--- src/common/l15_pkg.sv ---
// L1.5 bus definitions
package l15_pkg;

    localparam int TidWidth  = 2;
    localparam int NumTids   = 4;
    localparam int DataWidth = 64;
    localparam int BeWidth   = DataWidth / 8;
    localparam int OffsWidth = $clog2(BeWidth);
    localparam int RespWidth = 128;

    typedef logic [TidWidth-1:0]  tid_t;
    typedef logic [4:0]           rqtype_t;
    typedef logic [2:0]           size_t;
    typedef logic [3:0]           rettype_t;
    typedef logic [OffsWidth-1:0] offs_t;    // Byte offset inside one data word

    localparam rqtype_t RqLoad  = 5'd0;
    localparam rqtype_t RqStore = 5'd1;
    localparam rqtype_t RqImiss = 5'd16;

    localparam size_t Size0B  = 3'd0;
    localparam size_t Size1B  = 3'd1;
    localparam size_t Size2B  = 3'd2;
    localparam size_t Size4B  = 3'd3;
    localparam size_t Size8B  = 3'd4;
    localparam size_t Size16B = 3'd5;
    localparam size_t Size32B = 3'd6;
    localparam size_t Size64B = 3'd7;

    localparam rettype_t RetLoad     = 4'd0;
    localparam rettype_t RetIfill    = 4'd1;
    localparam rettype_t RetEvict    = 4'd3;
    localparam rettype_t RetStoreAck = 4'd4;
    localparam rettype_t RetErr      = 4'd12;

    localparam size_t IcacheCachedSize   = Size32B;  // Full icache line
    localparam size_t IcacheUncachedSize = Size4B;

    // L1.5 words are big-endian
    function automatic logic [DataWidth-1:0] swap_bytes(input logic [DataWidth-1:0] word);
        logic [DataWidth-1:0] res;
        for (int i = 0; i < BeWidth; i++) begin
            res[i*8 +: 8] = word[(BeWidth-1-i)*8 +: 8];
        end
        return res;
    endfunction

endpackage

--- src/common/mem_req_pkg.sv ---
// Cache memory request definitions
package mem_req_pkg;

    localparam int AddrWidth = 40;
    localparam int NumSrc    = 5;

    typedef logic [3:0] mem_id_t;
    typedef logic [2:0] pid_t;
    typedef logic [1:0] cmd_t;

    // Bit positions in the one-hot source index
    localparam int SrcIfill    = 0;
    localparam int SrcRead     = 1;
    localparam int SrcWrite    = 2;
    localparam int SrcUncRead  = 3;
    localparam int SrcUncWrite = 4;

    localparam cmd_t CmdRead  = 2'd0;
    localparam cmd_t CmdWrite = 2'd1;

    localparam pid_t IcachePid = 3'd0;  // Port of icache invalidations

endpackage

--- src/common/dec_req_if.sv ---
// Decoded L1.5 request
`timescale 1ns/1ps

interface dec_req_if (
    input logic clk_i,
    input logic valid_i
);
    l15_pkg::rqtype_t                  rqtype;
    logic                              nc;
    l15_pkg::size_t                    size;
    logic [mem_req_pkg::AddrWidth-1:0] address;
    logic [l15_pkg::DataWidth-1:0]     data;   // Already in L1.5 byte order
    logic [l15_pkg::BeWidth-1:0]       be;

    modport driver (
        input  clk_i, valid_i,
        output rqtype, nc, size, address, data, be
    );

    modport consumer (
        input rqtype, nc, size, address, data, be
    );
endinterface

--- src/common/thid_if.sv ---
// Thread id allocation and release
`timescale 1ns/1ps

interface thid_if;
    logic                 alloc;        // Request accepted by the L1.5
    l15_pkg::tid_t        alloc_tid;
    mem_req_pkg::mem_id_t alloc_id;
    mem_req_pkg::pid_t    alloc_pid;
    logic                 release_en;   // Response accepted, id back to the free list
    l15_pkg::tid_t        release_tid;

    modport alloc_side (
        output alloc, alloc_tid, alloc_id, alloc_pid,
        input  release_en, release_tid
    );

    modport table_side (
        input  alloc, alloc_tid, alloc_id, alloc_pid,
        output release_en, release_tid
    );
endinterface

--- src/rtl/l15_adapter.sv ---
// Cache to L1.5 adapter
`timescale 1ns/1ps

module l15_adapter (
    input  logic                              clk_i,
    input  logic                              rst_ni,

    input  logic                              req_valid_i,
    output logic                              req_ready_o,
    input  logic [mem_req_pkg::NumSrc-1:0]    req_index_i,
    input  mem_req_pkg::cmd_t                 req_cmd_i,
    input  mem_req_pkg::mem_id_t              req_id_i,
    input  mem_req_pkg::pid_t                 req_pid_i,
    input  logic [mem_req_pkg::AddrWidth-1:0] req_addr_i,
    input  l15_pkg::size_t                    req_size_i,   // log2 of bytes
    input  logic                              req_cacheable_i,
    input  logic [l15_pkg::DataWidth-1:0]     req_wdata_i,
    input  logic [l15_pkg::BeWidth-1:0]       req_wbe_i,

    output logic                              l15_val_o,
    output l15_pkg::rqtype_t                  l15_rqtype_o,
    output logic                              l15_nc_o,
    output l15_pkg::size_t                    l15_size_o,
    output l15_pkg::tid_t                     l15_tid_o,
    output logic [mem_req_pkg::AddrWidth-1:0] l15_address_o,
    output logic [l15_pkg::DataWidth-1:0]     l15_data_o,
    output logic [l15_pkg::BeWidth-1:0]       l15_be_o,
    output logic                              l15_req_ack_o,
    input  logic                              l15_header_ack_i,
    input  logic                              l15_ack_i,

    input  logic                              l15_rtrn_val_i,
    input  l15_pkg::rettype_t                 l15_rtrn_type_i,
    input  l15_pkg::tid_t                     l15_rtrn_tid_i,
    input  logic [l15_pkg::RespWidth-1:0]     l15_rtrn_data_i,
    input  logic                              l15_inval_icache_i,
    input  logic                              l15_inval_dcache_i,
    input  logic [mem_req_pkg::AddrWidth-1:0] l15_inval_addr_i,

    input  logic                              inval_ready_i,
    input  logic                              resp_ready_i,
    output logic                              resp_valid_o,
    output mem_req_pkg::mem_id_t              resp_id_o,
    output mem_req_pkg::pid_t                 resp_pid_o,
    output logic                              resp_error_o,
    output logic [l15_pkg::RespWidth-1:0]     resp_data_o,
    output logic                              inval_icache_o,
    output logic                              inval_dcache_o,
    output logic [mem_req_pkg::AddrWidth-1:0] inval_addr_o
);

    dec_req_if dec (
        .clk_i   (clk_i),
        .valid_i (req_valid_i)
    );
    thid_if thid ();

    req_decode u_decode (
        .req_index_i, .req_cmd_i, .req_addr_i, .req_size_i,
        .req_cacheable_i, .req_wdata_i, .req_wbe_i,
        .dec (dec.driver)
    );

    thread_ctrl u_thread_ctrl (
        .clk_i, .rst_ni, .req_valid_i, .req_id_i, .req_pid_i,
        .l15_header_ack_i, .l15_ack_i,
        .dec  (dec.consumer),
        .thid (thid.alloc_side),
        .req_ready_o, .l15_val_o, .l15_rqtype_o, .l15_nc_o, .l15_size_o,
        .l15_tid_o, .l15_address_o, .l15_data_o, .l15_be_o
    );

    resp_route u_resp_route (
        .clk_i, .rst_ni, .l15_rtrn_val_i, .l15_rtrn_type_i, .l15_rtrn_tid_i,
        .l15_rtrn_data_i, .l15_inval_icache_i, .l15_inval_dcache_i,
        .l15_inval_addr_i, .inval_ready_i, .resp_ready_i,
        .thid (thid.table_side),
        .l15_req_ack_o, .resp_valid_o, .resp_id_o, .resp_pid_o, .resp_error_o,
        .resp_data_o, .inval_icache_o, .inval_dcache_o, .inval_addr_o
    );

endmodule

--- src/rtl/req_decode.sv ---
// Request classification and L1.5 fields
`timescale 1ns/1ps

module req_decode (
    input  logic [mem_req_pkg::NumSrc-1:0]    req_index_i,
    input  mem_req_pkg::cmd_t                 req_cmd_i,
    input  logic [mem_req_pkg::AddrWidth-1:0] req_addr_i,
    input  l15_pkg::size_t                    req_size_i,
    input  logic                              req_cacheable_i,
    input  logic [l15_pkg::DataWidth-1:0]     req_wdata_i,
    input  logic [l15_pkg::BeWidth-1:0]       req_wbe_i,
    dec_req_if.driver                         dec
);

    logic           is_ifill;
    logic           is_read;
    logic           is_write;      // Cached store, the only byte-masked one
    logic           is_unc_read;
    logic           is_unc_write;
    l15_pkg::offs_t first_byte;
    l15_pkg::size_t store_size;

    assign is_ifill     = req_index_i[mem_req_pkg::SrcIfill];
    assign is_read      = req_index_i[mem_req_pkg::SrcRead] & (req_cmd_i == mem_req_pkg::CmdRead);
    assign is_write     = req_index_i[mem_req_pkg::SrcWrite] & (req_cmd_i == mem_req_pkg::CmdWrite);
    assign is_unc_read  = req_index_i[mem_req_pkg::SrcUncRead]
                        & (req_cmd_i == mem_req_pkg::CmdRead);
    assign is_unc_write = req_index_i[mem_req_pkg::SrcUncWrite]
                        & (req_cmd_i == mem_req_pkg::CmdWrite);

    // Lowest enabled byte wins
    always_comb begin
        first_byte = '0;
        for (int i = l15_pkg::BeWidth - 1; i >= 0; i--) begin
            if (req_wbe_i[i]) begin
                first_byte = l15_pkg::offs_t'(i);
            end
        end
    end

    always_comb begin
        case ($countones(req_wbe_i))
            0:       store_size = l15_pkg::Size0B;
            1:       store_size = l15_pkg::Size1B;
            2:       store_size = l15_pkg::Size2B;
            4:       store_size = l15_pkg::Size4B;
            default: store_size = l15_pkg::Size8B;   // Full word
        endcase
    end

    always_comb begin
        if (is_ifill) begin
            dec.size = req_cacheable_i ? l15_pkg::IcacheCachedSize : l15_pkg::IcacheUncachedSize;
        end else if (is_write) begin
            dec.size = store_size;
        end else begin
            dec.size = req_size_i + 3'd1;   // log2 bytes to L1.5 code
        end
    end

    assign dec.rqtype  = is_ifill                    ? l15_pkg::RqImiss :
                         (is_write || is_unc_write)  ? l15_pkg::RqStore : l15_pkg::RqLoad;
    assign dec.nc      = ~req_cacheable_i;
    assign dec.address = is_write
                       ? {req_addr_i[mem_req_pkg::AddrWidth-1:l15_pkg::OffsWidth], first_byte}
                       : req_addr_i;
    assign dec.data    = l15_pkg::swap_bytes(req_wdata_i);

    always_comb begin
        for (int i = 0; i < l15_pkg::BeWidth; i++) begin
            dec.be[l15_pkg::BeWidth-1-i] = req_wbe_i[i];
        end
    end

    // Valid request comes from exactly one known source
    a_one_src: assert property (@(posedge dec.clk_i)
        dec.valid_i |-> $onehot0(req_index_i)
            && (is_ifill || is_read || is_write || is_unc_read || is_unc_write));

endmodule

--- src/rtl/resp_route.sv ---
// L1.5 return routing
`timescale 1ns/1ps

module resp_route (
    input  logic                              clk_i,
    input  logic                              rst_ni,
    input  logic                              l15_rtrn_val_i,
    input  l15_pkg::rettype_t                 l15_rtrn_type_i,
    input  l15_pkg::tid_t                     l15_rtrn_tid_i,
    input  logic [l15_pkg::RespWidth-1:0]     l15_rtrn_data_i,
    input  logic                              l15_inval_icache_i,
    input  logic                              l15_inval_dcache_i,
    input  logic [mem_req_pkg::AddrWidth-1:0] l15_inval_addr_i,
    input  logic                              inval_ready_i,
    input  logic                              resp_ready_i,
    thid_if.table_side                        thid,
    output logic                              l15_req_ack_o,
    output logic                              resp_valid_o,
    output mem_req_pkg::mem_id_t              resp_id_o,
    output mem_req_pkg::pid_t                 resp_pid_o,
    output logic                              resp_error_o,
    output logic [l15_pkg::RespWidth-1:0]     resp_data_o,
    output logic                              inval_icache_o,
    output logic                              inval_dcache_o,
    output logic [mem_req_pkg::AddrWidth-1:0] inval_addr_o
);

    mem_req_pkg::mem_id_t id_tab_q  [l15_pkg::NumTids];
    mem_req_pkg::pid_t    pid_tab_q [l15_pkg::NumTids];
    logic                 only_inval;   // Eviction return, no response inside

    always_ff @(posedge clk_i or negedge rst_ni) begin
        if (!rst_ni) begin
            for (int i = 0; i < l15_pkg::NumTids; i++) begin
                id_tab_q[i]  <= '0;
                pid_tab_q[i] <= '0;
            end
        end else if (thid.alloc) begin
            id_tab_q[thid.alloc_tid]  <= thid.alloc_id;
            pid_tab_q[thid.alloc_tid] <= thid.alloc_pid;
        end
    end

    assign only_inval     = (l15_rtrn_type_i == l15_pkg::RetEvict);
    assign inval_icache_o = l15_rtrn_val_i & l15_inval_icache_i;
    assign inval_dcache_o = l15_rtrn_val_i & l15_inval_dcache_i;
    assign inval_addr_o   = l15_inval_addr_i;

    assign resp_valid_o = l15_rtrn_val_i & ~(only_inval & inval_dcache_o);
    assign resp_id_o    = id_tab_q[l15_rtrn_tid_i];
    assign resp_pid_o   = (only_inval & inval_icache_o) ? mem_req_pkg::IcachePid
                                                        : pid_tab_q[l15_rtrn_tid_i];
    assign resp_error_o = (l15_rtrn_type_i == l15_pkg::RetErr);

    // Each returned word back to little-endian
    always_comb begin
        for (int h = 0; h < l15_pkg::RespWidth / l15_pkg::DataWidth; h++) begin
            resp_data_o[h*l15_pkg::DataWidth +: l15_pkg::DataWidth] =
                l15_pkg::swap_bytes(l15_rtrn_data_i[h*l15_pkg::DataWidth +: l15_pkg::DataWidth]);
        end
    end

    always_comb begin
        if (inval_dcache_o && only_inval) begin
            l15_req_ack_o = l15_rtrn_val_i & inval_ready_i;
        end else if (inval_dcache_o) begin
            l15_req_ack_o = l15_rtrn_val_i & inval_ready_i & resp_ready_i;
        end else begin
            l15_req_ack_o = l15_rtrn_val_i & resp_ready_i;
        end
    end

    assign thid.release_en  = l15_req_ack_o & ~only_inval;
    assign thid.release_tid = l15_rtrn_tid_i;

endmodule

--- src/thread_ctrl/free_thid_fifo.sv ---
// Free thread id list
`timescale 1ns/1ps

module free_thid_fifo (
    input  logic          clk_i,
    input  logic          rst_ni,
    input  logic          push_i,
    input  l15_pkg::tid_t push_tid_i,
    input  logic          pop_i,
    output logic          avail_o,
    output l15_pkg::tid_t tid_o
);

    l15_pkg::tid_t               list_q [l15_pkg::NumTids];
    l15_pkg::tid_t               rd_ptr_q;    // One entry per id, pointers wrap
    l15_pkg::tid_t               wr_ptr_q;
    logic [l15_pkg::TidWidth:0]  count_q;

    always_ff @(posedge clk_i or negedge rst_ni) begin
        if (!rst_ni) begin
            for (int i = 0; i < l15_pkg::NumTids; i++) begin
                list_q[i] <= l15_pkg::tid_t'(i);   // Every id free
            end
            rd_ptr_q <= '0;
            wr_ptr_q <= '0;
            count_q  <= (l15_pkg::TidWidth + 1)'(l15_pkg::NumTids);
        end else begin
            if (push_i) begin
                list_q[wr_ptr_q] <= push_tid_i;
                wr_ptr_q         <= wr_ptr_q + 1'b1;
            end
            if (pop_i) begin
                rd_ptr_q <= rd_ptr_q + 1'b1;
            end
            count_q <= count_q + push_i - pop_i;
        end
    end

    assign avail_o = (count_q != '0);
    assign tid_o   = list_q[rd_ptr_q];

    a_no_ovf: assert property (@(posedge clk_i) disable iff (!rst_ni)
        (push_i -> count_q != l15_pkg::NumTids) && (pop_i -> avail_o));

endmodule

--- src/thread_ctrl/thread_ctrl.sv ---
// L1.5 request protocol and id allocation
`timescale 1ns/1ps

module thread_ctrl (
    input  logic                              clk_i,
    input  logic                              rst_ni,
    input  logic                              req_valid_i,
    input  mem_req_pkg::mem_id_t              req_id_i,
    input  mem_req_pkg::pid_t                 req_pid_i,
    input  logic                              l15_header_ack_i,
    input  logic                              l15_ack_i,
    dec_req_if.consumer                       dec,
    thid_if.alloc_side                        thid,
    output logic                              req_ready_o,
    output logic                              l15_val_o,
    output l15_pkg::rqtype_t                  l15_rqtype_o,
    output logic                              l15_nc_o,
    output l15_pkg::size_t                    l15_size_o,
    output l15_pkg::tid_t                     l15_tid_o,
    output logic [mem_req_pkg::AddrWidth-1:0] l15_address_o,
    output logic [l15_pkg::DataWidth-1:0]     l15_data_o,
    output logic [l15_pkg::BeWidth-1:0]       l15_be_o
);

    typedef enum logic [1:0] {IDLE, WAIT_HDR, WAIT_ACK} state_e;

    state_e state_q;
    state_e state_d;
    logic   tid_avail;
    logic   accept;      // Ack seen, request handed over

    free_thid_fifo u_free_thid (
        .clk_i,
        .rst_ni,
        .push_i     (thid.release_en),
        .push_tid_i (thid.release_tid),
        .pop_i      (accept),
        .avail_o    (tid_avail),
        .tid_o      (l15_tid_o)    // Head id goes out with the request
    );

    always_comb begin
        state_d   = state_q;
        l15_val_o = 1'b0;
        accept    = 1'b0;
        case (state_q)
            IDLE: begin
                if (req_valid_i && tid_avail) begin
                    l15_val_o = 1'b1;
                    if (!l15_header_ack_i) begin
                        state_d = WAIT_HDR;
                    end else if (l15_ack_i) begin
                        accept = 1'b1;         // Zero-cycle handover
                    end else begin
                        state_d = WAIT_ACK;
                    end
                end
            end
            WAIT_HDR: begin
                l15_val_o = 1'b1;
                if (req_valid_i && l15_header_ack_i) begin
                    accept  = l15_ack_i;
                    state_d = l15_ack_i ? IDLE : WAIT_ACK;
                end
            end
            WAIT_ACK: begin
                // Valid drops, fields stay
                if (req_valid_i && l15_ack_i) begin
                    accept  = 1'b1;
                    state_d = IDLE;
                end
            end
            default: state_d = IDLE;
        endcase
    end

    always_ff @(posedge clk_i or negedge rst_ni) begin
        if (!rst_ni) begin
            state_q <= IDLE;
        end else begin
            state_q <= state_d;
        end
    end

    assign req_ready_o    = accept;
    assign thid.alloc     = accept;
    assign thid.alloc_tid = l15_tid_o;
    assign thid.alloc_id  = req_id_i;
    assign thid.alloc_pid = req_pid_i;

    assign l15_rqtype_o  = dec.rqtype;
    assign l15_nc_o      = dec.nc;
    assign l15_size_o    = dec.size;
    assign l15_address_o = dec.address;
    assign l15_data_o    = dec.data;
    assign l15_be_o      = dec.be;

    // Cache side holds its request until ready
    a_req_held: assert property (@(posedge clk_i) disable iff (!rst_ni)
        state_q != IDLE |-> req_valid_i);

endmodule

--- config.mk ---
export PLATFORM = sky130hd
export DESIGN_NAME = l15_adapter
export DESIGN_NICKNAME = d
export VERILOG_FILES = /design/src/common/l15_pkg.sv /design/src/common/mem_req_pkg.sv /design/src/common/dec_req_if.sv /design/src/common/thid_if.sv /design/src/rtl/l15_adapter.sv /design/src/rtl/req_decode.sv /design/src/rtl/resp_route.sv /design/src/thread_ctrl/free_thid_fifo.sv /design/src/thread_ctrl/thread_ctrl.sv
export SDC_FILE = /design/constraint.sdc
export NUM_CORES = 1
export LEC_CHECK = 0
export ABC_AREA = 1
export BUFFER_PORTS_ARGS = -buffer_cell sky130_fd_sc_hd__buf_2
export CAP_MARGIN = 20
export CORE_AREA = 2 2 238 240
export DETAILED_ROUTE_END_ITERATION = 8
export DIE_AREA = 0 0 240 242
export SKIP_LAST_GASP = 1
export SYNTH_ARGS = -nofsm -noshare
export SYNTH_HDL_FRONTEND = slang
export SYNTH_SLANG_ARGS = --single-unit
--- constraint.sdc ---
create_clock -name clk_i -period 5.05 [get_ports clk_i]
set_input_delay 1.01 -clock clk_i [delete_from_list [all_inputs] [get_ports clk_i]]
set_output_delay 1.01 -clock clk_i [all_outputs]
set_load 0.02 [all_outputs]
**Word level (Yosys, flattened, before mapping)**

Cells that the tools add are included.

- Output and inout port bits: 305
- Input port bits: 314
- Word-level logic and storage cells: 126
- Bits in latches: 0
- ROM bits: 0
- Memories: 0
- RAM bits: 0
- Bits in registers: 45

- Reductions and logical operators: 11
- Muxes and demuxes: 51
- Divide/modulo/power cells: 0
- Equal/unequal tests: 12
- Shift operators: 0
- Add/subtract/negate cells: 12
- $mul: 0
- Bitwise logic cells: 18
- Order comparisons: 6

Operators with widths:

| cell | count |
|---|---|
| 32-bit adder | 3 |
| 3-bit two-way mux | 16 |
| 32-bit by 1-bit equality test with 1-bit output, second input constant | 1 |
| 32-bit by 2-bit equality test with 1-bit output, second input constant | 1 |
| 32-bit by 3-bit equality test with 1-bit output, second input constant | 1 |
| 32-bit zero test | 1 |
| 2-bit two-way mux | 9 |
| 16-bit bitwise mux | 1 |
| 12-bit bitwise mux | 1 |
| 3-bit greater-or-equal comparator, second input constant | 4 |
| 4-bit two-way mux | 3 |
| 2-bit inverter with 3-bit output | 4 |
| 3-bit case mux with 4 select lines | 1 |
| 1-bit AND | 11 |
| 1-bit two-way mux | 9 |
| 1-bit by 1-bit adder with 2-bit output | 4 |
| 4-bit binary-select mux with 2-bit select | 1 |
| 8-bit bitwise mux | 1 |
| 4-bit demux with 2-bit select | 1 |
| 3-bit binary-select mux with 2-bit select | 1 |
| 3-bit demux with 2-bit select | 1 |
| 1-bit logical AND | 6 |
| 3-bit by 1-bit less-than comparator with 1-bit output, second input constant | 2 |
| 2-bit by 1-bit != test with 1-bit output, second input constant | 3 |
| other kinds (20) | 24 |

**Depth between registers and ports, before layout**

- Word-level depth: 10
- Gate-level depth with buffers: 15

**Cells and area by module**

A second synthesis with hierarchy kept.

- Cell total of the unflattened synthesis: 789
- Area, all modules: 5923.2 um^2

Modules (own cells, without submodules):

| module | times used | cells each | area an instance (um^2) |
|---|---|---|---|
| resp_route | 1 | 341 | 2668.8 |
| req_decode | 1 | 198 | 1331.3 |
| thread_ctrl | 1 | 159 | 1149.9 |
| free_thid_fifo | 1 | 91 | 773.2 |

**Worst setup path after synthesis**

Ideal clock, no wire load.

- Path kind: input to output
- Start point: in req_wbe_i[6] in the netlist's numbering
- End point: out l15_size_o[0]
- Required time: 4.040 ns
- Cell stages on the path: 13
- Arrival: 3.677 ns
- Slack: 0.363 ns
- Path buffers: 0
- Path through: ha_1 fa_1 inv_1 fa_1 inv_1 ha_1 inv_1 fa_1 nor2_1 nand3_1 o21ai_0 nand2_1 a22oi_1

- Longest elaborated chain between the ends: 7
- Elaborated cells between the ends (all ways): 10
- Those cells by class: add/sub (3); eq/ne (3); mux (3); reduce/logical (1)

Ends and longest elaborated chain:

| element | line | RTL |
|---|---|---|
| from (decl) | l15_adapter.sv:18 | `input logic [l15_pkg::BeWidth-1:0] req_wbe_i,` |
| 1-bit by 1-bit adder with 2-bit output (not written as such) (*) | req_decode.sv:42 | `case ($countones(req_wbe_i))` |
| 32-bit adder (not written as such) (*) (2 in a row) | req_decode.sv:42 |  |
| 32-bit by 3-bit equality test with 1-bit output, or another cell as far along | req_decode.sv:42 |  |
| 3-bit case mux with 4 select lines (*) | req_decode.sv:42 |  |
| 3-bit two-way mux (*) | req_decode.sv:54 | `end else if (is_write) begin` |
| 3-bit two-way mux (*) | req_decode.sv:52 | `if (is_ifill) begin` |
| to (decl) | l15_adapter.sv:23 | `output l15_pkg::size_t l15_size_o,` |

Mark *: on every way between the ends. The rest lies on a longest branch, timed or not.

**Worst setup path in the final report**

- Start point: in req_wbe_i[2] in the netlist's numbering
- End point: out l15_size_o[0]

The elaborated chain is that of the path after synthesis.

==> reports/metrics.yaml <==
path_cells: "buf_2 -> ha_4 -> fa_1 -> inv_1 -> fa_1 -> inv_1 -> ha_1 -> inv_2 -> fa_1 -> nor2_1 -> nand3_1 -> o21ai_1 -> nand2_1 -> a22oi_1 -> buf_4"
seqCellArea_sq_um: 1130
ys.flop_type: "dfrtp_1"
gp_congestion: 0.728
fin_crit_ns: 4.88
die_height_um: 242
avgRoutedWirePerCell_um: 17.7
critPathTopFamily: "adder cells"
dr.pass1.iters: 4
ys.warnings.count: 0
start_kind: "primary input"
synthTopCellsByArea: "buf_4, dfrtp_1, nand2_1, ha_1, nand3_1"
cts.sinks: 45
power_density_nw_per_um2: 425
pin_count: 619
crit_required_ns: 4.04
start_util_pct: 9.16
synth.distinct_cells: 36
grt_pass1_wl_um: 26700
overflow: 0
avgViaCountPerCell: 2.63
cts-root-buf: "clkbuf_16"
synth.avg_cell_area_sq_um: 7.62
ys_async_sr_fraction_pct: 100
layout_worst_path_cycle_share_pct: 96.7
die_x_um: 240
peakVddDrop_mv: 0.296
ys_ff_latch: 45
syn_inst: 670
min_path_type: "register to register"
worst-path-buf-inv: 5
nFillCells: 6636
slew_violations: 0
cp-end-kind: "output port"
netlist_area_sq_um: 5110
crit_top_cell: "fa_1"
cap_viol_max_count: 0
core_sq_um: 55700
power.leakage_uw: 0.00201
portBuffers: 75
numCtsBuffers: 5
crit_fanout: 4
crit_path_max_incr_delay_ns: 0.54
clock_path_buffers: 2
drt-initial-drc-count: 171
place_hpwl_um: 18600
num_antenna_cells: 0
fin_nets: 801
status: "complete, no violations"
place_ws_ns: 0.143
clk_pin_slew_worst_paths_ns: 0.06
max_freq_mhz: 205
drc_errors: 0
grt_max_degree: 46
drive_gt1_share_pct: 25.6
worst_slack_ns: 0.169
vias: 3216
synth_seq_area_share_pct: 22.2
cts_tree: "built"
fin_tns_setup_ns: 0
antenna_found_initial: 3
setup_viol: 0
cts_hold_buf: 0
area_growth_pct: -12.8
grt_use_total_pct: 6.87
ant_nets: 0
routed_wl_um: 21600
final_core_util_pct: 7.99
grt_pass1_vias: 3186
yosysTopAreaCellShare_pct: 41.3
crit_slowest_cell: "fa_1"
crit_type: "primary input to output port"
rsz0062_at_grt: "false"
insertion_delay_ns: 0.28
yosysTopAreaCell: "buf_4"
skew_ns: 0.00538
holdWs_ns: 0.465
die_area_sq_um: 58100
hold_viol: 0
placementRows: 87
h-tree-depth: 2
multi_input_area_sq_um: 1620
worstPathArrival_ns: 3.87
synth_edf_count: 0
[per-layer routing]
layer  vias to the layer above  routed length [um]  global-route usage, %
li1                       1381                   -                      -
met1                      1366                5950                   5.83
met2                       346                8600                   9.77
met3                       121                5570                   7.12
met4                         2                1500                   4.51
met5                         -                  13                      0
[worst min-delay path, delay by kind of cell, from the launching register on]
family	cells	cell delay, ns
flip-flops	1	0.34
AND/OR/NAND/NOR	2	0.10
[placed cells by master, fill, tap and decap left out, types with 2 or more instances in the layout]
| cell type | synthesis | layout |
|---|---|---|
| buf_2 | 3 | 74 |
| nor3_1 | 3 | 3 |
| dfrtp_1 | 40 | 40 |
| clkbuf_16 | 0 | 5 |
| nor2_8 | 2 | 2 |
| inv_2 | 2 | 3 |
| conb_1 | 1 | 3 |
| a21oi_1 | 6 | 6 |
| nand2_1 | 114 | 114 |
| nand4_1 | 2 | 2 |
| inv_1 | 47 | 46 |
| o21bai_1 | 8 | 8 |
| nor2_1 | 34 | 34 |
| dfstp_2 | 5 | 5 |
| xnor2_1 | 2 | 2 |
| nand2_2 | 2 | 2 |
| nand2_4 | 6 | 6 |
| buf_4 | 281 | 3 |
| nand3_1 | 37 | 37 |
| o21ai_0 | 23 | 22 |
| o22ai_1 | 6 | 6 |
| fa_1 | 5 | 4 |
| xor2_1 | 3 | 3 |
| inv_4 | 3 | 3 |
| nand3_2 | 5 | 5 |
| clkinv_2 | 1 | 3 |
| ha_2 | 0 | 2 |
| ha_1 | 15 | 12 |
[timing repair]
item,4_1_cts,5_1_grt
setup endpoints to repair,0,1
gates resized for setup,0,8
buffers inserted,0,0
[power breakdown]
part	switching [uW]	total [uW]	internal, uW
Sequential	106	651	545
Combinational	613	928	315
Clock	131	313	182
[cells by family (layout without fill, tap and decap cells)]
logic type,count (synthesis),count (layout),share of synthesized area [%]
compound gates,47,47,5.56
fa+ha+maj,20,20,5.64
simple gates,209,209,19.0
xor+xnor,5,5,0.858
buf+inv,343,139,46.7
flops,45,45,22.2
other cells,1,3,0.0734
[path summary, 6_finish.rpt]
path	start	to	slack, ns	cells after the start
setup / recovery	req_wbe_i[2]	l15_size_o[0]	0.17	15
hold / removal	u_resp_route.id_tab_q[9]	u_resp_route.id_tab_q[9]	0.46	2
setup reg to reg	u_thread_ctrl.u_free_thid.count_q[2]	u_thread_ctrl.u_free_thid.count_q[2]	2.70	10
hold reg to reg	u_resp_route.id_tab_q[9]	u_resp_route.id_tab_q[9]	0.46	2
max in group asynchronous	rst_ni	u_thread_ctrl.u_free_thid.list_q[3]	4.00	2
min in group asynchronous	rst_ni	u_thread_ctrl.u_free_thid.count_q[0]	0.55	1
[synthesized netlist by cell type (3+ instances only)]
cell / instances
inv_4: 3
o22ai_1: 6
nand2_4: 6
o21bai_1: 8
xor2_1: 3
buf_2: 3
nor2_1: 34
o21ai_0: 23
nand3_1: 37
buf_6: 4
a21oi_1: 6
inv_1: 47
buf_4: 281
nor3_1: 3
dfstp_2: 5
nand3_2: 5
fa_1: 5
dfrtp_1: 40
nand2_1: 114
ha_1: 15
[metrics by stage]
| step | instances | area, sq um | total power [uW] |
|---|---|---|---|
| floorplan | 672 | 5110 | 1670 |
| global placement | 1215 | 4270 | 1580 |
| detailed placement | 1215 | 4270 | 1590 |
| CTS | 1223 | 4410 | 1910 |
| global route | 1224 | 4450 | 2070 |
| finish | 1224 | 4450 | 1890 |
[final cells by class]
cell class	count	share of cell area, %
well taps	756	21.2
multi-input cells	284	36.3
repair buffers	78	9.27
clock inverters	2	0.225
clock buffers	6	2.89
inverters	53	4.66
flip-flops and latches	45	25.4
[state kept, by name, summed over array words and instances, names as in the netlist]
signal,count
u_thread_ctrl.u_free_thid.count_q,3
u_thread_ctrl.u_free_thid.wr_ptr_q,2
u_resp_route.pid_tab_q,12
u_thread_ctrl.u_free_thid.list_q,8
u_thread_ctrl.u_free_thid.rd_ptr_q,2
u_thread_ctrl.state_q,2
u_resp_route.id_tab_q,16
Power figures use the tool's default switching activity.
